===== src/verilog/cpu_pkg.sv =====
package cpu_pkg;

  localparam int ADDR_W = 10;       // logical and physical word address
  localparam int DATA_W = 16;
  localparam int PAGE_WORDS = 72;   // words per mmu page

  // opcodes, first word bits [15:8]
  localparam logic [7:0] OP_JMP       = 8'd1;
  localparam logic [7:0] OP_RAM2REG   = 8'd2;
  localparam logic [7:0] OP_REG2RAM   = 8'd3;
  localparam logic [7:0] OP_NUM2REG   = 8'd4;
  localparam logic [7:0] OP_REG_PLUS  = 8'd5;
  localparam logic [7:0] OP_REG_MINUS = 8'd6;
  localparam logic [7:0] OP_EXIT      = 8'd17;

  typedef logic [ADDR_W-1:0] addr_t;
  typedef logic [DATA_W-1:0] word_t;

  // request from a requester, held until ack
  typedef struct packed {
    logic  we;
    addr_t addr;    // logical address
    word_t wdata;
  } mem_req_t;

  typedef struct packed {
    logic  ack;     // one-cycle strobe
    word_t rdata;
  } mem_resp_t;

  // two-word instruction, op and rnum from the first word
  typedef struct packed {
    logic [7:0] op;
    logic [7:0] rnum;
    word_t      operand;
  } instr_t;

endpackage


===== src/verilog/cpu_top.sv =====
`timescale 1ns/1ns

module cpu_top #(
  parameter int NUM_REGS  = 8,
  parameter int NUM_PAGES = 14
) (
  input  logic           clka,
  input  logic           rst,
  output logic           mem_en,
  output logic           mem_we,
  output cpu_pkg::addr_t mem_addr,
  output cpu_pkg::word_t mem_wdata,
  input  cpu_pkg::word_t mem_rdata,
  output logic           halted
);

  logic               f_req, e_req, m_start, m_done;
  cpu_pkg::mem_req_t  f_pkt, e_pkt, m_pkt;
  cpu_pkg::mem_resp_t f_resp, e_resp;
  cpu_pkg::word_t     m_rdata;
  cpu_pkg::instr_t    instr;
  logic               instr_valid, instr_taken, redirect;
  cpu_pkg::addr_t     redirect_pc;

  fetch_unit i_fetch_unit (
    .clka(clka), .rst(rst), .req(f_req), .req_pkt(f_pkt), .resp(f_resp),
    .instr(instr), .instr_valid(instr_valid), .instr_taken(instr_taken),
    .redirect(redirect), .redirect_pc(redirect_pc), .halt(halted)
  );

  exec_unit #(.NUM_REGS(NUM_REGS)) i_exec_unit (
    .clka(clka), .rst(rst), .instr(instr), .instr_valid(instr_valid),
    .instr_taken(instr_taken), .redirect(redirect), .redirect_pc(redirect_pc),
    .req(e_req), .req_pkt(e_pkt), .resp(e_resp), .halted(halted)
  );

  mem_arbiter i_mem_arbiter (
    .clka(clka), .rst(rst), .f_req(f_req), .f_pkt(f_pkt), .f_resp(f_resp),
    .e_req(e_req), .e_pkt(e_pkt), .e_resp(e_resp), .m_start(m_start),
    .m_pkt(m_pkt), .m_done(m_done), .m_rdata(m_rdata)
  );

  page_mmu #(.NUM_PAGES(NUM_PAGES)) i_page_mmu (
    .clka(clka), .rst(rst), .start(m_start), .pkt(m_pkt), .done(m_done),
    .rdata(m_rdata), .mem_en(mem_en), .mem_we(mem_we), .mem_addr(mem_addr),
    .mem_wdata(mem_wdata), .mem_rdata(mem_rdata)
  );

endmodule


===== src/verilog/exec_unit.sv =====
`timescale 1ns/1ns

module exec_unit #(
  parameter int NUM_REGS = 8
) (
  input  logic                clka,
  input  logic                rst,
  input  cpu_pkg::instr_t     instr,
  input  logic                instr_valid,
  output logic                instr_taken,
  output logic                redirect,
  output cpu_pkg::addr_t      redirect_pc,
  output logic                req,
  output cpu_pkg::mem_req_t   req_pkt,
  input  cpu_pkg::mem_resp_t  resp,
  output logic                halted
);

  localparam int RW = $clog2(NUM_REGS);

  cpu_pkg::word_t regs [NUM_REGS];
  logic [RW-1:0]  ridx;     // register of the current instruction
  logic [RW-1:0]  ld_idx;   // destination of a pending load
  logic           take;
  logic           is_mem;

  assign ridx = RW'(instr.rnum % NUM_REGS);

  // busy while a load or store is outstanding
  assign take        = instr_valid && !req && !halted;
  assign instr_taken = take;

  assign redirect    = take && (instr.op == cpu_pkg::OP_JMP);
  assign redirect_pc = instr.operand[cpu_pkg::ADDR_W-1:0];

  assign is_mem = (instr.op == cpu_pkg::OP_RAM2REG) || (instr.op == cpu_pkg::OP_REG2RAM);

  always_ff @(posedge clka) begin
    if (!rst) begin
      req    <= 1'b0;
      halted <= 1'b0;
      for (int i = 0; i < NUM_REGS; i++) begin
        regs[i] <= '0;
      end
    end else begin
      if (req && resp.ack) begin
        req <= 1'b0;
        if (!req_pkt.we) begin
          regs[ld_idx] <= resp.rdata;   // ram2reg completes here
        end
      end
      if (take) begin
        case (instr.op)
          cpu_pkg::OP_NUM2REG:   regs[ridx] <= instr.operand;
          cpu_pkg::OP_REG_PLUS:  regs[ridx] <= regs[ridx] + instr.operand;
          cpu_pkg::OP_REG_MINUS: regs[ridx] <= regs[ridx] - instr.operand;
          cpu_pkg::OP_RAM2REG,
          cpu_pkg::OP_REG2RAM:   req <= 1'b1;
          cpu_pkg::OP_EXIT:      halted <= 1'b1;  // sticky until reset
          default: ;                              // jmp via redirect, rest ignored
        endcase
      end
    end
  end

  // request payload, latched with the instruction
  always_ff @(posedge clka) begin
    if (take && is_mem) begin
      req_pkt.we    <= (instr.op == cpu_pkg::OP_REG2RAM);
      req_pkt.addr  <= instr.operand[cpu_pkg::ADDR_W-1:0];
      req_pkt.wdata <= regs[ridx];
      ld_idx        <= ridx;
    end
  end

endmodule


===== src/verilog/fetch_unit.sv =====
`timescale 1ns/1ns

module fetch_unit (
  input  logic                clka,
  input  logic                rst,
  output logic                req,
  output cpu_pkg::mem_req_t   req_pkt,
  input  cpu_pkg::mem_resp_t  resp,
  output cpu_pkg::instr_t     instr,
  output logic                instr_valid,
  input  logic                instr_taken,
  input  logic                redirect,
  input  cpu_pkg::addr_t      redirect_pc,
  input  logic                halt
);

  typedef enum logic [1:0] {S_W1, S_W2, S_FULL} state_e;

  state_e         state;
  cpu_pkg::addr_t pc;     // address of the next word to fetch

  assign req         = (state != S_FULL) && !halt;
  assign req_pkt     = '{we: 1'b0, addr: pc, wdata: '0};
  assign instr_valid = (state == S_FULL);

  always_ff @(posedge clka) begin
    if (!rst) begin
      state <= S_W1;
      pc    <= '0;
    end else if (redirect) begin
      pc    <= redirect_pc;   // only while full, so no read is in flight
      state <= S_W1;
    end else if (resp.ack) begin
      if (state == S_W1) begin
        instr.op   <= resp.rdata[15:8];
        instr.rnum <= resp.rdata[7:0];
        pc         <= pc + 1'b1;
        state      <= S_W2;
      end else begin
        instr.operand <= resp.rdata;
        pc            <= pc + 1'b1;
        state         <= S_FULL;
      end
    end else if (state == S_FULL && instr_taken) begin
      state <= S_W1;    // prefetch next one right away
    end
  end

endmodule


===== src/verilog/mem_arbiter.sv =====
`timescale 1ns/1ns

module mem_arbiter (
  input  logic                clka,
  input  logic                rst,
  input  logic                f_req,
  input  cpu_pkg::mem_req_t   f_pkt,
  output cpu_pkg::mem_resp_t  f_resp,
  input  logic                e_req,
  input  cpu_pkg::mem_req_t   e_pkt,
  output cpu_pkg::mem_resp_t  e_resp,
  output logic                m_start,
  output cpu_pkg::mem_req_t   m_pkt,
  input  logic                m_done,
  input  cpu_pkg::word_t      m_rdata
);

  logic busy;
  logic owner_exec;   // 1 when the execute unit holds the bus

  assign f_resp = '{ack: m_done && !owner_exec, rdata: m_rdata};
  assign e_resp = '{ack: m_done && owner_exec, rdata: m_rdata};

  always_ff @(posedge clka) begin
    if (!rst) begin
      busy       <= 1'b0;
      m_start    <= 1'b0;
      owner_exec <= 1'b0;
    end else begin
      m_start <= 1'b0;
      if (busy) begin
        if (m_done) busy <= 1'b0;
      end else if (e_req || f_req) begin
        busy       <= 1'b1;
        m_start    <= 1'b1;
        owner_exec <= e_req;   // execute unit first
      end
    end
  end

  always_ff @(posedge clka) begin
    if (!busy && (e_req || f_req)) m_pkt <= e_req ? e_pkt : f_pkt;
  end

endmodule


===== src/verilog/page_mmu.sv =====
`timescale 1ns/1ns

module page_mmu #(
  parameter int NUM_PAGES = 14
) (
  input  logic               clka,
  input  logic               rst,
  input  logic               start,
  input  cpu_pkg::mem_req_t  pkt,
  output logic               done,
  output cpu_pkg::word_t     rdata,
  output logic               mem_en,
  output logic               mem_we,
  output cpu_pkg::addr_t     mem_addr,
  output cpu_pkg::word_t     mem_wdata,
  input  cpu_pkg::word_t     mem_rdata
);

  localparam int PH_W  = $clog2(NUM_PAGES);
  localparam int PG_W  = $clog2((1 << cpu_pkg::ADDR_W) / cpu_pkg::PAGE_WORDS + 1);
  localparam int OFF_W = $clog2(cpu_pkg::PAGE_WORDS);

  typedef enum logic [1:0] {S_IDLE, S_WALK, S_SCAN} state_e;

  state_e            state;
  logic [PH_W-1:0]   next_pg [NUM_PAGES];   // chain links, self link marks last
  logic [PG_W-1:0]   log_pg  [NUM_PAGES];   // logical page owned, 0 is free
  logic [PG_W-1:0]   last_lp;
  logic [PH_W-1:0]   last_pp;
  logic [PH_W-1:0]   cur;
  logic [PH_W-1:0]   scan;
  cpu_pkg::mem_req_t pkt_q;
  cpu_pkg::mem_req_t req_now;
  logic [PG_W-1:0]   lp_now;
  logic [OFF_W-1:0]  off_now;
  logic [PH_W-1:0]   cur_now;
  logic              hit_now;
  logic              last_now;
  logic              issue;
  logic              alloc;
  logic [PH_W-1:0]   issue_pp;

  function automatic cpu_pkg::addr_t phys(input logic [PH_W-1:0] pp,
                                          input logic [OFF_W-1:0] off);
    phys = cpu_pkg::addr_t'(pp) * cpu_pkg::addr_t'(cpu_pkg::PAGE_WORDS)
         + cpu_pkg::addr_t'(off);
  endfunction

  // the start cycle looks at page 0 directly
  assign req_now  = (state == S_IDLE) ? pkt : pkt_q;
  assign lp_now   = PG_W'(req_now.addr / cpu_pkg::PAGE_WORDS);
  assign off_now  = OFF_W'(req_now.addr % cpu_pkg::PAGE_WORDS);
  assign cur_now  = (state == S_IDLE) ? '0 : cur;
  assign hit_now  = (cur_now == '0) ? (lp_now == '0) : (log_pg[cur_now] == lp_now);
  assign last_now = (next_pg[cur_now] == cur_now);
  assign rdata    = mem_rdata;   // valid together with done

  always_comb begin
    issue    = 1'b0;
    alloc    = 1'b0;
    issue_pp = cur_now;
    case (state)
      S_IDLE: begin
        if (start && lp_now == last_lp) begin
          issue    = 1'b1;   // shortcut hit
          issue_pp = last_pp;
        end else if (start) begin
          issue = hit_now;
        end
      end
      S_WALK: issue = hit_now;
      S_SCAN: begin
        alloc    = (log_pg[scan] == '0);
        issue    = alloc;
        issue_pp = scan;
      end
      default: ;
    endcase
  end

  always_ff @(posedge clka) begin
    if (!rst) begin
      state   <= S_IDLE;
      mem_en  <= 1'b0;
      mem_we  <= 1'b0;
      done    <= 1'b0;
      last_lp <= '0;
      last_pp <= '0;
      cur     <= '0;
      scan    <= '0;
      for (int i = 0; i < NUM_PAGES; i++) begin
        next_pg[i] <= PH_W'(i);
        log_pg[i]  <= '0;
      end
      // boot chain 0 -> 5 -> 2 -> 1
      next_pg[0] <= PH_W'(5);
      next_pg[5] <= PH_W'(2);
      next_pg[2] <= PH_W'(1);
      log_pg[5]  <= PG_W'(2);
      log_pg[2]  <= PG_W'(3);
      log_pg[1]  <= PG_W'(1);
    end else begin
      mem_en <= issue;
      mem_we <= issue && req_now.we;
      done   <= mem_en;
      if (issue) begin
        last_lp <= lp_now;
        last_pp <= issue_pp;
      end
      if (alloc) begin
        next_pg[cur]  <= scan;   // append to the chain end
        next_pg[scan] <= scan;
        log_pg[scan]  <= lp_now;
      end
      if (issue) begin
        state <= S_IDLE;
      end else if (state == S_SCAN) begin
        scan <= scan + 1'b1;
      end else if (state == S_WALK || start) begin
        if (last_now) begin
          state <= S_SCAN;
          cur   <= cur_now;
          scan  <= PH_W'(1);
        end else begin
          state <= S_WALK;
          cur   <= next_pg[cur_now];
        end
      end
    end
  end

  always_ff @(posedge clka) begin
    if (start) pkt_q <= pkt;
    if (issue) begin
      mem_addr  <= phys(issue_pp, off_now);
      mem_wdata <= req_now.wdata;
    end
  end

endmodule

===== config.mk =====
export PLATFORM = sky130hd
export DESIGN_NAME = cpu_top
export DESIGN_NICKNAME = d
export VERILOG_FILES = /design/src/verilog/cpu_pkg.sv /design/src/verilog/cpu_top.sv /design/src/verilog/exec_unit.sv /design/src/verilog/fetch_unit.sv /design/src/verilog/mem_arbiter.sv /design/src/verilog/page_mmu.sv
export SDC_FILE = /design/constraint.sdc
export NUM_CORES = 1
export LEC_CHECK = 0
export BUFFER_PORTS_ARGS = -buffer_cell sky130_fd_sc_hd__buf_2
export CAP_MARGIN = 20
export CORE_MARGIN = 3
export CORE_UTILIZATION = 45
export DETAILED_ROUTE_END_ITERATION = 8
export PLACE_DENSITY = 0.6
export SLEW_MARGIN = 20
export SYNTH_ARGS = -nofsm -noshare
export SYNTH_HDL_FRONTEND = slang
export SYNTH_SLANG_ARGS = --single-unit

===== constraint.sdc =====
create_clock -name clka -period 5.5 [get_ports clka]
set_clock_uncertainty 0.2 [all_clocks]
set_input_delay 0.55 -clock clka [delete_from_list [all_inputs] [get_ports clka]]
set_output_delay 0.55 -clock clka [all_outputs]
set_load 0.1 [all_outputs]

==> metrics.md, run 1 <==
| Metric | Value |
|---|---|
| Status | `complete, no violations` |
| Startpoint types | `register` |
| Mapped Area | `0.0215 mm2` |
| Final Hold Fails | `0` |
| Layout net count | `1986` |
| Kind of critical path | `reg2reg` |
| Total power | `between 8 and 9 mW` |
| FF-to-FF setup slack | `210 ps` |
| Layout area overhead | `14.3%` |
| RSZ-0062 raised after global routing | `true` |
| Initial Util | `45.8%` |
| Final setup violation count | `0` |
| H-tree depth reported by CTS | `2` |
| Pin count of the biggest net entering global routing | `44` |
| Slew @ Worst Pin | `1030 ps` |
| Register area share after synthesis | `roughly 60%` |
| Critical path data arrival time | `approximately 5500 ps` |
| Post-synth top flop | `edfxtp_1` |
| Post-Syn Area per Cell | `11.7 um2` |
| Final worst setup slack | `213 ps` |
| RD Place Congestion | `0.889` |
| First-pass GRT wire length | `~90 mm` |
| Hold Path Stages | `3` |
| Vias | `about 15000` |
| Post-Synthesis Cells | `1830` |
| CTS sink count | `438` |
| Core footprint | `approximately 0.047 mm2` |
| Io pins | `47` |
| WL/cell | `22.4 um` |
| All-Layer GR Usage | `between 20% and 30%` |
| Clk slew on worst S/H paths | `~60 ps` |
| Detailed placement HPWL | `39.6 mm` |
| Die X | `224 um` |
| Synth cell types | `between 90 and 100` |
| Max clock buf depth | `3` |
| Ys async rst share | `0%` |
| Layout cells sized above 1 | `around 17%` |
| Final Cycle Share | `96.1%` |
| CP cell instances | `or4_4 -> o31a_4 -> nor2_4 -> inv_1 -> ha_1 -> nor2b_2 -> o21ai_2 -> a22o_2 -> xnor2_4 -> nor4_2 -> nor2_1 -> a21oi_4 -> mux2_4 -> a221o_1 -> ha_1 -> ha_1 -> o21ai_1 -> nand2b_1 -> nand3_1 -> xor2_1 -> xnor2_1` |
| Syn Nets | `1892` |
| I/O Buffers | `46` |
| WHS | `131 ps` |
| P_leak | `a little over 9 nW` |
| CTS root buf | `clkbuf_16` |
| FF+latch count, synth | `between 400 and 500` |
| # diodes | `0` |
| Die area | `a little over 0.05 mm2` |
| R2r endpoint | `i_page_mmu.mem_addr[9]` |
| DRT iter0 DRCs | `1402` |
| Min-delay src | `rst` |
| Slew HR | `about 31%` |
| CTS Buf Count | `48` |
| Critical path's slowest cell | `or4_4` |
| Worst hold endpoint | `i_fetch_unit.state[0]` |
| Post-synth EDFFs | `389` |
| Crit Reg-Reg Startpoint | `i_mem_arbiter.m_pkt[23]` |
| Crit-path most repeated cell | `ha_1` |
| Total wire length | `57.6 mm` |
| DR DRC count | `0` |
| Max Cap Viol | `0` |
| Worst R2R Path Depth | `21` |
| CTS tree | `yes` |
| DRT antenna net count | `0` |
| Tmin final | `about 5300 ps` |
| Fill count | `4119` |
| Initial DRT Pass Iterations | `7` |
| Worst endpoint required time | `5660 ps` |
| Gr ovfl total | `0` |
| Max Fclk | `around 0.19 GHz` |
| Setup crit end kind | `register` |
| Die height | `between 200 and 250 um` |
| Largest stage delay, worst path | `520 ps` |
| Vias per cell | `about 5.9` |
| Peak VDD IR | `0.273 mV` |
| Clk Latency, worst-skew pair | `600 ps` |
| CP Max Fanout | `5` |
| Worst slack, placed | `10.6 ps` |
| Fin. max-slew vios | `0` |
| Hold/Removal Path Class | `in2reg` |
| Vias in the first global route | `between 10000 and 15000` |
| Power Density | `359 mW/mm2` |
| Warnings, synthesis | `0` |
| # rows | `79` |
| Initial antenna violation count | `0` |
[where the power goes]
group          internal, mW  total, mW  switching (mW)
clock network          2.01       3.36            1.35
registers              3.78       3.90           0.125
logic                 0.536       1.55            1.01
total                  6.32       8.81            2.49
[synth_stat cells (4+ instances only)]
| cell type | n | share of area, % |
|---|---|---|
| xnor2_1 | 18 | 0.73 |
| nand2b_1 | 16 | 0.47 |
| a21oi_1 | 66 | 1.5 |
| dfxtp_1 | 49 | 4.6 |
| a21o_1 | 10 | 0.35 |
| o31ai_1 | 19 | 0.66 |
| nand4_1 | 10 | 0.29 |
| a22oi_1 | 12 | 0.42 |
| o211ai_1 | 19 | 0.66 |
| o22a_1 | 4 | 0.16 |
| clkbuf_1 | 74 | 1.3 |
| nand2_1 | 197 | 3.4 |
| xor2_1 | 12 | 0.49 |
| a22o_1 | 4 | 0.16 |
| o21ai_0 | 45 | 1.0 |
| a221oi_1 | 5 | 0.20 |
| nor3b_1 | 4 | 0.14 |
| or2_2 | 6 | 0.17 |
| mux2i_1 | 46 | 2.1 |
| nor2_1 | 279 | 4.9 |
| a211oi_1 | 23 | 0.80 |
| a221o_1 | 13 | 0.61 |
| o221ai_1 | 12 | 0.49 |
| and3_1 | 11 | 0.32 |
| nand3b_1 | 6 | 0.21 |
| or4_1 | 11 | 0.38 |
| nand3_1 | 42 | 0.98 |
| o21ai_1 | 10 | 0.23 |
| nor2b_1 | 12 | 0.35 |
| nor3_1 | 41 | 0.96 |
| o22ai_1 | 7 | 0.20 |
| or3_1 | 17 | 0.50 |
| inv_1 | 69 | 1.2 |
| ha_1 | 41 | 2.4 |
| edfxtp_1 | 389 | 54 |
| mux4_2 | 40 | 4.2 |
| a31oi_1 | 5 | 0.15 |
| o21bai_1 | 5 | 0.17 |
| a21boi_0 | 4 | 0.14 |
| o21a_1 | 5 | 0.17 |
| buf_1 | 14 | 0.24 |
| nor4_1 | 16 | 0.47 |
| mux2_2 | 43 | 2.3 |
| and2_1 | 24 | 0.70 |
[cell usage in the layout, fill, tap and decap left out, types with 8 or more instances in the layout]
cell | synthesis | routed
dfxtp_1 | 49 | 44
clkbuf_1 | 74 | 11
a21o_1 | 10 | 10
nand3_1 | 42 | 42
and3_1 | 11 | 11
mux2_2 | 43 | 42
buf_2 | 3 | 46
xor2_1 | 12 | 12
nand2b_1 | 16 | 16
o31ai_1 | 19 | 19
clkbuf_16 | 0 | 49
or4_1 | 11 | 11
o221ai_1 | 12 | 12
a22oi_1 | 12 | 12
nor2_1 | 279 | 278
nand4_1 | 10 | 10
or3_1 | 17 | 17
o211ai_1 | 19 | 19
nand2_1 | 197 | 197
o21ai_1 | 10 | 11
mux2i_1 | 46 | 46
a21oi_1 | 66 | 65
nor2b_1 | 12 | 11
a221o_1 | 13 | 13
clkinv_1 | 2 | 8
nor4_1 | 16 | 15
nor3_1 | 41 | 41
o21ai_0 | 45 | 43
edfxtp_1 | 389 | 389
a211oi_1 | 23 | 21
inv_1 | 69 | 69
xnor2_1 | 18 | 18
ha_1 | 41 | 41
mux4_2 | 40 | 40
and2_1 | 24 | 24
dlygate4sd3_1 | 0 | 16
buf_4 | 2 | 76
[stage by stage]
stage	cell area, um2	instances	setup TNS, ps	util [%]
2_1_floorplan	21500	1830	0	-
3_3_place_gp	22600	2461	0	48.3
3_5_place_dp	22600	2461	0	48.3
4_1_cts	24500	2567	0	52.2
5_1_grt	24600	2571	-65.4	52.4
6_report	24600	2571	0	52.4
[metal layers]
layer  part of all wire [%]  track usage (%)  routed length (um)
met1                     45             34.1               25800
met2                     44             34.5               25600
met3                    8.2             4.18                4740
met4                    2.7             6.64                1540
met5                      0                0                   0
[cells by family after synthesis]
| family | synth area share (%) |
|---|---|
| AO/OA/AOI/OAI | 10.2 |
| buffers and inverters | 3.06 |
| AND/OR/NAND/NOR | 15.0 |
| flip-flops | 59.0 |
| multiplexers | 8.70 |
| XOR/XNOR | 1.30 |
| adder cells (fa/ha/maj) | 2.77 |
[worst max path at each step]
stage                                  from                endpoint  slack, ps  cells after the start
global route        i_mem_arbiter.m_pkt[23]  i_page_mmu.mem_addr[9]        -70                     21
finish              i_mem_arbiter.m_pkt[23]  i_page_mmu.mem_addr[9]        210                     21
global placement    i_mem_arbiter.m_pkt[23]  i_page_mmu.mem_addr[9]        140                     21
floorplan           i_mem_arbiter.m_pkt[23]  i_page_mmu.mem_addr[9]        150                     22
CTS                     i_page_mmu.state[1]  i_page_mmu.mem_addr[9]         20                     21
detailed placement      i_page_mmu.state[1]  i_page_mmu.mem_addr[9]         10                     21
[timing repair]
item,CTS,global route
setup endpoints to repair,0,27
endpoints found under the hold margin,27,0
gates resized for setup,0,15
hold buffers,16,0
buffers inserted,0,4
[registers in the layout, summed over array words and instances, names as in the netlist, 2 cells and up, named ones only]
register and cells:
i_fetch_unit.state 2, i_page_mmu.state 2, i_page_mmu.log_pg 64, i_page_mmu.mem_wdata 16, i_page_mmu.last_lp 4, i_exec_unit.req_pkt 27, i_page_mmu.pkt_q 27, i_fetch_unit.pc 10
i_page_mmu.last_pp 4, i_page_mmu.next_pg 64, i_exec_unit.regs 128, i_fetch_unit.instr 27, i_page_mmu.cur 4, i_page_mmu.scan 4, i_page_mmu.mem_addr 10, i_exec_unit.ld_idx 3
i_mem_arbiter.m_pkt 27
[worst max-delay path, delay by kind of cell (launching register included)]
family,cells,cell delay [ps]
AND/OR/NAND/NOR,7,1460
AO/OA/AOI/OAI,6,1190
XOR/XNOR,3,450
buffers and inverters,1,60
flip-flops,1,410
multiplexers,1,360
adder cells (fa/ha/maj),3,930
[final cells by class]
cell class | count | area (um2) | share of cell area [%]
clock buffer | 66 | 1350 | 5.50
clock inverter | 24 | 307 | 1.25
inverter | 73 | 274 | 1.12
multi-input combinational | 1224 | 8220 | 33.5
sequential | 438 | 12700 | 51.6
tap | 607 | 759 | 3.09
timing repair buffer | 139 | 972 | 3.96
Power figures use the tool's default switching activity.
==> inputs of run 2 (changes only) <==
--- a/config.mk
+++ b/config.mk
@@ -5,12 +5,15 @@
 export SDC_FILE = /design/constraint.sdc
 export NUM_CORES = 1
 export LEC_CHECK = 0
+export ABC_AREA = 1
 export BUFFER_PORTS_ARGS = -buffer_cell sky130_fd_sc_hd__buf_2
 export CAP_MARGIN = 20
+export CELL_PAD_IN_SITES_DETAIL_PLACEMENT = 0
+export CELL_PAD_IN_SITES_GLOBAL_PLACEMENT = 1
 export CORE_MARGIN = 3
 export CORE_UTILIZATION = 45
 export DETAILED_ROUTE_END_ITERATION = 8
-export PLACE_DENSITY = 0.6
+export PLACE_DENSITY = 0.74
 export SLEW_MARGIN = 20
 export SYNTH_ARGS = -nofsm -noshare
 export SYNTH_HDL_FRONTEND = slang
==> run 2 against run 1 <==
Worst hold slack worse by 73 ps; final cell count is 17% higher; fmax is 4.2% higher; worst setup slack better by 210 ps; power is 23% higher; via count is 6.4% higher; die area is 0.10% lower; non-clock buffer count is 34 lower; critical path type unchanged.
==> metrics.md, run 2 <==
| Metric | Value |
|---|---|
| I/O Buffers | `46` |
| CTS root buf | `clkbuf_16` |
| Startpoint types | `register` |
| Worst endpoint required time | `5620 ps` |
| Clk slew on worst S/H paths | `60 ps` |
| Post-Syn Area per Cell | `9.33 um2` |
| Sequential power share | `37.7%` |
| CTS tree | `yes` |
| Max Cap Viol | `0` |
| H-tree depth reported by CTS | `2` |
| DR DRC count | `0` |
| Initial antenna violation count | `0` |
| Warnings, synthesis | `0` |
| Die X | `224 um` |
| FF+latch count, synth | `438` |
| Layout area overhead | `12.5%` |
| FF-to-FF setup slack | `430 ps` |
| Int Pwr | `6.70 mW` |
| Largest area contributor in the netlist | `edfxtp_1` |
| WL/cell | `19.2 um` |
| Multi-input gate area | `roughly 0.0074 mm2` |
| Top post-synthesis cells by area | `edfxtp_1, nor2_1, nand2_1` |
| Layout cells sized above 1 | `9.33%` |
| All-Layer GR Usage | `~23%` |
| DRT iter0 DRCs | `1191` |
| Initial DRT Pass Iterations | `6` |
| P_sw | `4.18 mW` |
| Die area | `between 0.05 and 0.06 mm2` |
| Fin. max-slew vios | `0` |
| Pin count of the biggest net entering global routing | `49` |
| Storage cell area | `0.0127 mm2` |
| Synth cell types | `58` |
| Final worst setup slack | `426 ps` |
| Tmin final | `5070 ps` |
| Status | `complete, no violations` |
| RSZ-0062 raised after global routing | `false` |
| Max clock buf depth | `3` |
| Syn Nets | `2361` |
| Slew @ Worst Pin | `883 ps` |
| Final Cycle Share | `between 90% and 100%` |
| Kind of critical path | `reg2reg` |
| Vias | `roughly 16000` |
| DRT antenna net count | `0` |
| Io pins | `47` |
| Most common cell in the synthesized netlist | `nor2_1` |
| Total Negative Setup Slacks | `0 ps` |
| Worst slack, placed | `-58.7 ps` |
| Register area share after synthesis | `59.0%` |
| Detailed placement HPWL | `slightly above 40 mm` |
| Most frequent cells after synthesis | `nor2_1, edfxtp_1, nand2_1` |
| Slew HR | `41.2%` |
| # rows | `79` |
| CP Max Fanout | `21` |
| Regs by FF count | `i_exec_unit.regs x128, i_page_mmu.log_pg x64, i_page_mmu.next_pg x64` |
| Ys async rst share | `0%` |
| CTS Buf Count | `48` |
| Mapped Area | `0.0215 mm2` |
| Final setup violation count | `0` |
| Die height | `224 um` |
| Initial Util | `between 40% and 50%` |
| Synth Area in Simple Gates | `19.5%` |
| Total power | `10.9 mW` |
| Adder and majority gate portion of the synthesized area | `under 10%` |
| Finished Cell Area | `around 0.024 mm2` |
| Setup crit end kind | `register` |
| Most frequent cells in the layout | `nor2_1, edfxtp_1, nand2_1, inv_1, o21ai_0` |
| Core footprint | `0.0469 mm2` |
| Vias per cell | `5.37` |
| Top-area cell type share of the netlist area | `54.4%` |
| Critical path data arrival time | `5200 ps` |
| Max Fclk | `0.197 GHz` |
| Combinational Power Share | `33.8%` |
| Total wire length | `57.8 mm` |
| Peak VDD IR | `between 0.4 and 0.5 mV` |
| Placed Area | `0.0224 mm2` |
| Most common cell after layout, fill and taps aside | `nor2_1` |
| First-pass GRT wire length | `89.7 mm` |
| RD Place Congestion | `0.883` |
| Post-Synthesis Cells | `2299` |
| P_leak | `9.62 nW` |
| Number of flip-flops in the largest register | `between 100 and 150` |
| Layout net count | `2427` |
| Synth Area in Compound Gates | `approximately 11%` |
| WHS | `58.3 ps` |
| Post-synth EDFFs | `slightly below 400` |
| Clk Latency, worst-skew pair | `580 ps` |
| Power Density | `approximately 450 mW/mm2` |
| CTS sink count | `about 440` |
| Post-synth top flop | `edfxtp_1` |
| Fill count | `4385` |
| Hold/Removal Path Class | `in2reg` |
| Reg with most FFs | `i_exec_unit.regs` |
| Final Hold Fails | `0` |
| Synth Area in XOR/XNOR | `1.10%` |
| Gr ovfl total | `0` |
| # diodes | `0` |
| Vias in the first global route | `15900` |
| Mux contribution to synthesized area | `less than 1%` |
| Clock network power share | `~28%` |
| Largest family of logic cells by synthesized area | `simple AND/OR/NAND/NOR gates` |
| Switching share of total power | `38.4%` |
[run 2: final cells by class]
type	count	area share, %
tap	607	3.15
sequential	438	52.5
clock buffer	77	5.89
timing repair buffer	105	2.94
inverter	293	4.57
multi-input combinational	1479	30.6
clock inverter	10	0.327
[run 2: kinds of logic (layout without fill, tap and decap cells)]
| group | Yosys count | in the layout |
|---|---|---|
| compound gates | 397 | 397 |
| xor+xnor | 27 | 27 |
| fa+ha+maj | 44 | 44 |
| buf+inv | 382 | 485 |
| flops | 438 | 438 |
| mux | 3 | 3 |
| simple gates | 1008 | 1008 |
[run 2: repair_timing]
action / CTS / global route
hold endpoints to repair: 23 / 0
gates resized for setup: 0 / 14
buffers inserted: 1 / 0
hold buffers: 14 / 0
pin swaps: 1 / 0
endpoints found under the setup margin: 1 / 35
[run 2: final timing paths]
kind                           start                     end  cells past startpoint
max reg2reg      i_page_mmu.state[0]  i_page_mmu.mem_addr[9]                     26
min reg2reg  i_mem_arbiter.m_pkt[23]    i_page_mmu.pkt_q[23]                      0
min                     mem_rdata[1]   i_fetch_unit.instr[1]                      1
max              i_page_mmu.state[0]  i_page_mmu.mem_addr[9]                     26
[run 2: per-layer routing]
layer  vias up  wire [um]  GRT usage [%]
met3       111       2430           3.35
met4         0       1700           7.14
met2       399      29100           41.0
li1       7899          -              -
met1      7738      24500           29.1
met5         -          0              0
[run 2: per-stage QoR]
step	utilization [%]	cells
global route	51.5	3009
finish	51.5	3009
detailed placement	47.9	2907
CTS	51.4	3009
floorplan	-	2299
global placement	47.9	2907
[run 2: power by group through the flow]
stage                     logic [mW]  registers [mW]  clock network, mW
after floorplan                 2.10            4.89                  0
after global placement          3.61            4.16                  0
after detailed placement        3.66            4.17                  0
after CTS                       3.68            4.10               3.15
after global routing            4.01            4.12               3.28
final                           3.68            4.10               3.09
[run 2: worst max-delay path, stage by stage (launching register included)]
cell and delay [ps]:
dfxtp_2 380, inv_2 120, nand2_4 90, buf_4 220, or2_1 240, o21ai_2 120
nand4_2 200, nand2_2 160, nand3_4 170, nand2_1 170, nand4_2 170, nand2_4 160
nand2_4 80, nand2_2 100, nand3_2 130, nand2_4 110, nand3_1 80, nand2_1 150
nand3_1 110, a21oi_2 230, ha_1 290, ha_1 310, a21oi_1 180, o21ai_1 130
and3_1 180, xor2_1 150, xor2_1 160
